===== src/hdl/intr_pkg.sv =====
package intr_pkg;

	// number of interrupt sources.
	localparam int num_irq = 5;

	// bit index of each source, also its priority (0 wins).
	localparam int irq_vblank = 0;
	localparam int irq_stat   = 1;
	localparam int irq_timer  = 2;
	localparam int irq_serial = 3;
	localparam int irq_joypad = 4;

	// register low address bytes.
	localparam logic [7:0] addr_if = 8'h0F;
	localparam logic [7:0] addr_ie = 8'hFF;

	// vector of index i is vector_base + vector_step * i.
	localparam logic [7:0] vector_base = 8'h40;
	localparam logic [7:0] vector_step = 8'd8;

	// upper IF bits have no storage and read high.
	localparam logic [2:0] if_unused_ones = 3'b111;

	// equal samples needed before a joypad level is accepted.
	localparam int joy_stable_cycles = 3;

	// IF word, as a bus byte or as named flag fields.
	typedef union packed {
		logic [7:0] raw;
		struct packed {
			logic [2:0] unused;
			logic       joypad;
			logic       serial;
			logic       timer;
			logic       stat;
			logic       vblank;
		} flags;
	} intr_word_u;

endpackage


===== src/hdl/joypad_edge.sv =====
`timescale 1ns/1ps

module joypad_edge (
	input  logic boga1mhz,
	input  logic arst_n,
	input  logic p10,
	input  logic p11,
	input  logic p12,
	input  logic p13,
	output logic joy_pulse,
	output logic wake
);

	import intr_pkg::*;

	localparam int cnt_w = $clog2(joy_stable_cycles);

	logic             any_low;
	logic             sync_1;
	logic             sync_2;
	logic [cnt_w-1:0] stable_cnt;

	// lines are active low, any pressed key pulls one down.
	assign any_low = ~(p10 & p11 & p12 & p13);

	always_ff @(posedge boga1mhz or negedge arst_n) begin
		if (!arst_n) begin
			sync_1 <= 1'b0;
			sync_2 <= 1'b0;
		end else begin
			sync_1 <= any_low;
			sync_2 <= sync_1;
		end
	end

	// count samples that differ from the accepted level.
	always_ff @(posedge boga1mhz or negedge arst_n) begin
		if (!arst_n) begin
			stable_cnt <= '0;
			wake       <= 1'b0;
			joy_pulse  <= 1'b0;
		end else begin
			joy_pulse <= 1'b0;
			if (sync_2 != wake) begin
				if (stable_cnt == cnt_w'(joy_stable_cycles - 1)) begin
					stable_cnt <= '0;
					wake       <= sync_2;
					// only a new press raises the interrupt.
					joy_pulse  <= sync_2;
				end else begin
					stable_cnt <= stable_cnt + 1'b1;
				end
			end else begin
				stable_cnt <= '0;
			end
		end
	end

endmodule


===== src/hdl/intr_flags.sv =====
`timescale 1ns/1ps

module intr_flags (
	input  logic                         boga1mhz,
	input  logic                         arst_n,
	input  logic                         src_vblank,
	input  logic                         src_stat,
	input  logic                         src_timer,
	input  logic                         src_serial,
	input  logic                         joy_pulse,
	input  logic                         if_we,
	input  logic [7:0]                   wdata,
	input  logic                         ack_valid,
	input  logic [2:0]                   ack_index,
	output logic [intr_pkg::num_irq-1:0] if_flags
);

	import intr_pkg::*;

	intr_word_u         wr_word;
	logic [num_irq-1:0] wr_bits;
	logic [num_irq-1:0] src_now;
	logic [num_irq-1:0] src_prev;
	logic [num_irq-1:0] src_event;
	logic [num_irq-1:0] flags_d;

	// pick the flag fields out of the written byte.
	assign wr_word.raw = wdata;

	always_comb begin
		wr_bits             = '0;
		wr_bits[irq_vblank] = wr_word.flags.vblank;
		wr_bits[irq_stat]   = wr_word.flags.stat;
		wr_bits[irq_timer]  = wr_word.flags.timer;
		wr_bits[irq_serial] = wr_word.flags.serial;
		wr_bits[irq_joypad] = wr_word.flags.joypad;
	end

	always_comb begin
		src_now             = '0;
		src_now[irq_vblank] = src_vblank;
		src_now[irq_stat]   = src_stat;
		src_now[irq_timer]  = src_timer;
		src_now[irq_serial] = src_serial;
	end

	// level sources set on a rising edge.
	// joypad already arrives as a one cycle pulse.
	always_comb begin
		src_event             = src_now & ~src_prev;
		src_event[irq_joypad] = joy_pulse;
	end

	// write, then acknowledge clear, then source set.
	always_comb begin
		for (int i = 0; i < num_irq; i++) begin
			flags_d[i] = if_we ? wr_bits[i] : if_flags[i];
			if (ack_valid && ack_index == 3'(i)) begin
				flags_d[i] = 1'b0;
			end
			if (src_event[i]) begin
				flags_d[i] = 1'b1;
			end
		end
	end

	always_ff @(posedge boga1mhz or negedge arst_n) begin
		if (!arst_n) begin
			src_prev <= '0;
			if_flags <= '0;
		end else begin
			src_prev <= src_now;
			if_flags <= flags_d;
		end
	end

endmodule


===== src/hdl/intr_dispatch.sv =====
`timescale 1ns/1ps

module intr_dispatch (
	input  logic                         boga1mhz,
	input  logic                         arst_n,
	input  logic                         ie_we,
	input  logic [7:0]                   wdata,
	input  logic [intr_pkg::num_irq-1:0] if_flags,
	output logic [7:0]                   ie_q,
	output logic                         irq_valid,
	output logic [7:0]                   irq_vector,
	input  logic                         irq_ready,
	output logic                         ack_valid,
	output logic [2:0]                   ack_index
);

	import intr_pkg::*;

	logic [num_irq-1:0] pending;
	logic               sel_found;
	logic [2:0]         sel_index;

	// IE keeps all eight bits, only the low five mask.
	always_ff @(posedge boga1mhz or negedge arst_n) begin
		if (!arst_n) begin
			ie_q <= 8'h00;
		end else if (ie_we) begin
			ie_q <= wdata;
		end
	end

	assign pending = if_flags & ie_q[num_irq-1:0];

	// scan downwards so the lowest index is kept last.
	always_comb begin
		sel_found = 1'b0;
		sel_index = 3'd0;
		for (int i = num_irq - 1; i >= 0; i--) begin
			if (pending[i]) begin
				sel_found = 1'b1;
				sel_index = 3'(i);
			end
		end
	end

	assign irq_valid  = sel_found;
	assign irq_vector = vector_base + vector_step * {5'd0, sel_index};

	// the accepted index clears in IF on the same edge.
	assign ack_valid = irq_valid & irq_ready;
	assign ack_index = sel_index;

endmodule


===== src/hdl/reg_bus.sv =====
`timescale 1ns/1ps

module reg_bus (
	input  logic                         boga1mhz,
	input  logic                         arst_n,
	input  logic                         bus_valid,
	input  logic                         bus_write,
	input  logic [7:0]                   bus_addr,
	input  logic [7:0]                   bus_wdata,
	output logic                         bus_ready,
	output logic                         rsp_valid,
	output logic [7:0]                   rsp_rdata,
	input  logic                         rsp_ready,
	input  logic [intr_pkg::num_irq-1:0] if_flags,
	input  logic [7:0]                   ie_q,
	output logic                         if_we,
	output logic                         ie_we,
	output logic [7:0]                   wdata
);

	import intr_pkg::*;

	logic       accept;
	logic       rd_accept;
	intr_word_u if_word;
	logic [7:0] rd_data;

	// a held response blocks new requests.
	assign bus_ready = ~rsp_valid | rsp_ready;
	assign accept    = bus_valid & bus_ready;
	assign rd_accept = accept & ~bus_write;

	assign if_we = accept & bus_write & (bus_addr == addr_if);
	assign ie_we = accept & bus_write & (bus_addr == addr_ie);
	assign wdata = bus_wdata;

	always_comb begin
		if_word.flags.unused = if_unused_ones;
		if_word.flags.joypad = if_flags[irq_joypad];
		if_word.flags.serial = if_flags[irq_serial];
		if_word.flags.timer  = if_flags[irq_timer];
		if_word.flags.stat   = if_flags[irq_stat];
		if_word.flags.vblank = if_flags[irq_vblank];
	end

	always_comb begin
		case (bus_addr)
			addr_if: rd_data = if_word.raw;
			addr_ie: rd_data = ie_q;
			default: rd_data = 8'hFF;
		endcase
	end

	always_ff @(posedge boga1mhz or negedge arst_n) begin
		if (!arst_n) begin
			rsp_valid <= 1'b0;
		end else if (rd_accept) begin
			rsp_valid <= 1'b1;
		end else if (rsp_ready) begin
			rsp_valid <= 1'b0;
		end
	end

	// data only moves on an accepted read.
	always_ff @(posedge boga1mhz) begin
		if (rd_accept) begin
			rsp_rdata <= rd_data;
		end
	end

endmodule


===== src/hdl/intr_top.sv =====
`timescale 1ns/1ps

module intr_top (
	input  logic       boga1mhz,
	input  logic       arst_n,
	input  logic       bus_valid,
	input  logic       bus_write,
	input  logic [7:0] bus_addr,
	input  logic [7:0] bus_wdata,
	output logic       bus_ready,
	output logic       rsp_valid,
	output logic [7:0] rsp_rdata,
	input  logic       rsp_ready,
	input  logic       src_vblank,
	input  logic       src_stat,
	input  logic       src_timer,
	input  logic       src_serial,
	input  logic       p10,
	input  logic       p11,
	input  logic       p12,
	input  logic       p13,
	output logic       irq_valid,
	output logic [7:0] irq_vector,
	input  logic       irq_ready,
	output logic       wake
);

	import intr_pkg::*;

	logic               if_we;
	logic               ie_we;
	logic [7:0]         wdata;
	logic [num_irq-1:0] if_flags;
	logic [7:0]         ie_q;
	logic               ack_valid;
	logic [2:0]         ack_index;
	logic               joy_pulse;

	reg_bus u_reg_bus (
		.boga1mhz  (boga1mhz),
		.arst_n    (arst_n),
		.bus_valid (bus_valid),
		.bus_write (bus_write),
		.bus_addr  (bus_addr),
		.bus_wdata (bus_wdata),
		.bus_ready (bus_ready),
		.rsp_valid (rsp_valid),
		.rsp_rdata (rsp_rdata),
		.rsp_ready (rsp_ready),
		.if_flags  (if_flags),
		.ie_q      (ie_q),
		.if_we     (if_we),
		.ie_we     (ie_we),
		.wdata     (wdata)
	);

	intr_flags u_intr_flags (
		.boga1mhz   (boga1mhz),
		.arst_n     (arst_n),
		.src_vblank (src_vblank),
		.src_stat   (src_stat),
		.src_timer  (src_timer),
		.src_serial (src_serial),
		.joy_pulse  (joy_pulse),
		.if_we      (if_we),
		.wdata      (wdata),
		.ack_valid  (ack_valid),
		.ack_index  (ack_index),
		.if_flags   (if_flags)
	);

	intr_dispatch u_intr_dispatch (
		.boga1mhz   (boga1mhz),
		.arst_n     (arst_n),
		.ie_we      (ie_we),
		.wdata      (wdata),
		.if_flags   (if_flags),
		.ie_q       (ie_q),
		.irq_valid  (irq_valid),
		.irq_vector (irq_vector),
		.irq_ready  (irq_ready),
		.ack_valid  (ack_valid),
		.ack_index  (ack_index)
	);

	joypad_edge u_joypad_edge (
		.boga1mhz  (boga1mhz),
		.arst_n    (arst_n),
		.p10       (p10),
		.p11       (p11),
		.p12       (p12),
		.p13       (p13),
		.joy_pulse (joy_pulse),
		.wake      (wake)
	);

endmodule


===== config.mk =====
export PLATFORM = sky130hd
export DESIGN_NAME = intr_top
export DESIGN_NICKNAME = d
export VERILOG_FILES = /design/src/hdl/intr_pkg.sv /design/src/hdl/joypad_edge.sv /design/src/hdl/intr_flags.sv /design/src/hdl/intr_dispatch.sv /design/src/hdl/reg_bus.sv /design/src/hdl/intr_top.sv
export SDC_FILE = /design/constraint.sdc
export NUM_CORES = 1
export LEC_CHECK = 0
export BUFFER_PORTS_ARGS = -buffer_cell sky130_fd_sc_hd__buf_4
export CAP_MARGIN = 20
export CORE_UTILIZATION = 53
export DETAILED_ROUTE_END_ITERATION = 8
export GPL_TIMING_DRIVEN = 0
export PLACE_DENSITY = 0.82
export SKIP_LAST_GASP = 1
export SYNTH_ARGS = -nofsm -noshare
export SYNTH_HDL_FRONTEND = slang
export SYNTH_HIERARCHICAL = 1
export SYNTH_SLANG_ARGS = --single-unit

===== constraint.sdc =====
create_clock -name boga1mhz -period 4.85 [get_ports boga1mhz]
set_clock_uncertainty 0.05 [all_clocks]
set_input_delay 0.97 -clock boga1mhz [delete_from_list [all_inputs] [get_ports boga1mhz]]
set_output_delay 0.97 -clock boga1mhz [all_outputs]
set_load 0.01 [all_outputs]

==> reports/metrics.csv <==
metric;value;unit
status;complete, no violations;
slew_viol_final;0;
grt_max_degree;25;
coreArea;2760;µm²
die_w;55.9;µm
period_share;55.1;%
intPower;0.426;mW
whs;0.306;ns
powerDensity;290;nW/µm²
antennaDiodeCount;0;
portBuffers;36;
regArea;841;µm²
ir_worst_vdd;231;µV
gp_congestion;0.772;
dp.cells;190;
r2r-start;u_intr_flags/if_flags[2]$_DFFE_PN0P_;
chipHeight;55.9;µm
layout_min_cycle_time;2.67;ns
fin_cells;199;
drtIter0Drc;14;
clk_pin_slew;0.10;ns
place_ws;2.22;ns
dieArea;3130;µm²
cts_setup_buffers;0;
drc;0;
antenna_found_initial;0;
power_leakage;0.880;nW
overflow;0;
track_usage;19.6;%
maxCapViolCount;0;
setup_viol;0;
fin_nets;197;
grt_pass1_wl;4540;µm
dp_hpwl;2070;µm
reg2reg_slack;3.28;ns
cp.required;3.83;ns
cts_sinks;32;
hold_end;u_joypad_edge/sync_2$_DFF_PN0_;
hold_class;reg -> reg;
fin_setup_tns;0;ns
tritoncts;built;
routed_wl;2720;µm
grt_pass1_vias;1033;
syn_area;1540;µm²
ctsResizeCount;0;
grt_setup_unrepaired;no;
cts_hold_buf;0;
end_kind;output port;
rr_endpoint;u_intr_flags/if_flags[3]$_DFFE_PN0P_;
viasPerCell;5.27;
yosysTopAreaCell;dfrtp_1;
yosysWarningCount;6;
holdPathStages;0;
netlist.area_leader.share;39.0;%
cp.arrival;1.65;ns
synth-seq-area-share;54.6;%
initial_core_util;55.9;%
switching_power;0.136;mW
ys_ff_latch;32;
multiInputGateArea;559;µm²
crit_type;reg -> out;
num-fill-cells;208;
wl_per_cell;13.7;µm
drtPass1Iterations;4;
yosys_most_used_dff;dfrtp_1;
area_delta_synth_final;25.8;%
netlist_top_cells_count;24 x dfrtp_1, 17 x buf_4, 8 x edfxtp_1, 8 x mux2_2;
sw_frac_of_total;24.2;%
yosys-top-cells-area;dfrtp_1 39%, edfxtp_1 16%, buf_4 8.3%;
netlist_instances;120;
clock_latency;0.33;ns
synth.distinct_cells;35;
worst_slack;2.18;ns
start_kind;flip-flop;
final_layout_size_suffix_gt1_share;47.0;%
clockBufferDepth;2;
hold_viol_final;0;
clock-root-buffer;clkbuf_4;
ant_nets;0;
pwr-share-clk;31.5;%
synth_area_per_cell;12.8;µm²
worstHoldStart;u_joypad_edge/sync_1$_DFF_PN0_;
htree_levels;2;
r2r_cells;5;
core.rowCount;19;
synth-edff-count;8;
p_seq_share;54.4;%
ios;50;
maxClockFrequency;374;MHz
combPwrFrac;14.1;%
cts_buffers;5;
synth_most_common_cell;dfrtp_1;
vias;1048;
path_max_fanout;6;
async_flop_share;75.0;%
logic make-up after synthesis:
family	synth area share, %
simple gates	15.9
other cells	0.488
compound gates	8.53
mux	10.1
xor+xnor	0.569
flops	54.6
buf+inv	9.83
metrics by stage:
stage / instance area (µm²) / power, mW / utilization [%]
6_report: 1940 / 0.561 / 70.2
4_1_cts: 1930 / 0.568 / 70.1
3_3_place_gp: 1860 / 0.386 / 67.5
3_5_place_dp: 1860 / 0.390 / 67.5
5_1_grt: 1940 / 0.590 / 70.2
2_1_floorplan: 1550 / 0.351 / -
metal layers:
| metal | up-vias | global-route usage, % | part of all wire (%) |
|---|---|---|---|
| met5 | - | 0 | 0 |
| met1 | 486 | 23.3 | 42 |
| met4 | 0 | 11.5 | 0.59 |
| met3 | 2 | 5.81 | 7.9 |
| met2 | 47 | 31.5 | 49 |
| li1 | 513 | - | - |
critical path, cell delays in order, from the launching register on:
cell and delay (ns):
dfrtp_1 0.43, a22oi_2 0.27, nand2_1 0.07, nor2_1 0.27
buf_4 0.17, buf_4 0.10
area by class of cell:
class	instances	share of cell area, %
clock inverters	1	0.258
repair buffers	37	14.2
clock buffers	7	3.42
inverters	5	0.969
plain buffers	18	6.85
well taps	31	2.00
multi-input cells	68	28.9
flip-flops and latches	32	43.4
cells in the final DEF, fill, tap and decap left out, drive strengths merged, types with 4 or more instances in the layout:
cell / n
edfxtp: 8
mux2: 9
buf: 55
a221o: 4
inv: 5
dfrtp: 24
conb: 5
mux2i: 5
nand2b: 5
clkbuf: 7
nand2: 4
o22ai: 5
worst max path at each step:
stage,startpoint,endpoint,slack (ns)
final,u_intr_flags/if_flags[2]$_DFFE_PN0P_,irq_vector[5],2.18
after global routing,u_intr_flags/if_flags[2]$_DFFE_PN0P_,irq_vector[5],2.03
after CTS,u_intr_flags/if_flags[2]$_DFFE_PN0P_,irq_vector[5],2.17
after detailed placement,rsp_ready,u_reg_bus/rsp_rdata[3]$_DFFE_PP_,2.22
after global placement,rsp_ready,u_reg_bus/rsp_rdata[5]$_DFFE_PP_,2.36
after floorplan,rsp_ready,u_reg_bus/rsp_rdata[0]$_DFFE_PP_,2.56
power groups by stage:
stage | clock network [mW] | logic [mW] | registers [mW]
3_3_place_gp | 0 | 0.0764 | 0.309
5_1_grt | 0.196 | 0.0861 | 0.308
6_report | 0.177 | 0.0789 | 0.305
2_1_floorplan | 0 | 0.0411 | 0.310
4_1_cts | 0.184 | 0.0789 | 0.305
3_5_place_dp | 0 | 0.0786 | 0.311
flip-flops by register name (all words and copies together) (netlist names):
signal / count
u_intr_dispatch/ie_q: 8
u_reg_bus/rsp_rdata: 8
u_intr_flags/if_flags: 5
u_intr_flags/src_prev: 4
u_joypad_edge/stable_cnt: 2
u_joypad_edge/joy_pulse: 1
u_joypad_edge/sync_1: 1
u_joypad_edge/sync_2: 1
u_joypad_edge/wake: 1
u_reg_bus/rsp_valid: 1
No activity file was read; power rests on OpenSTA's default activity.
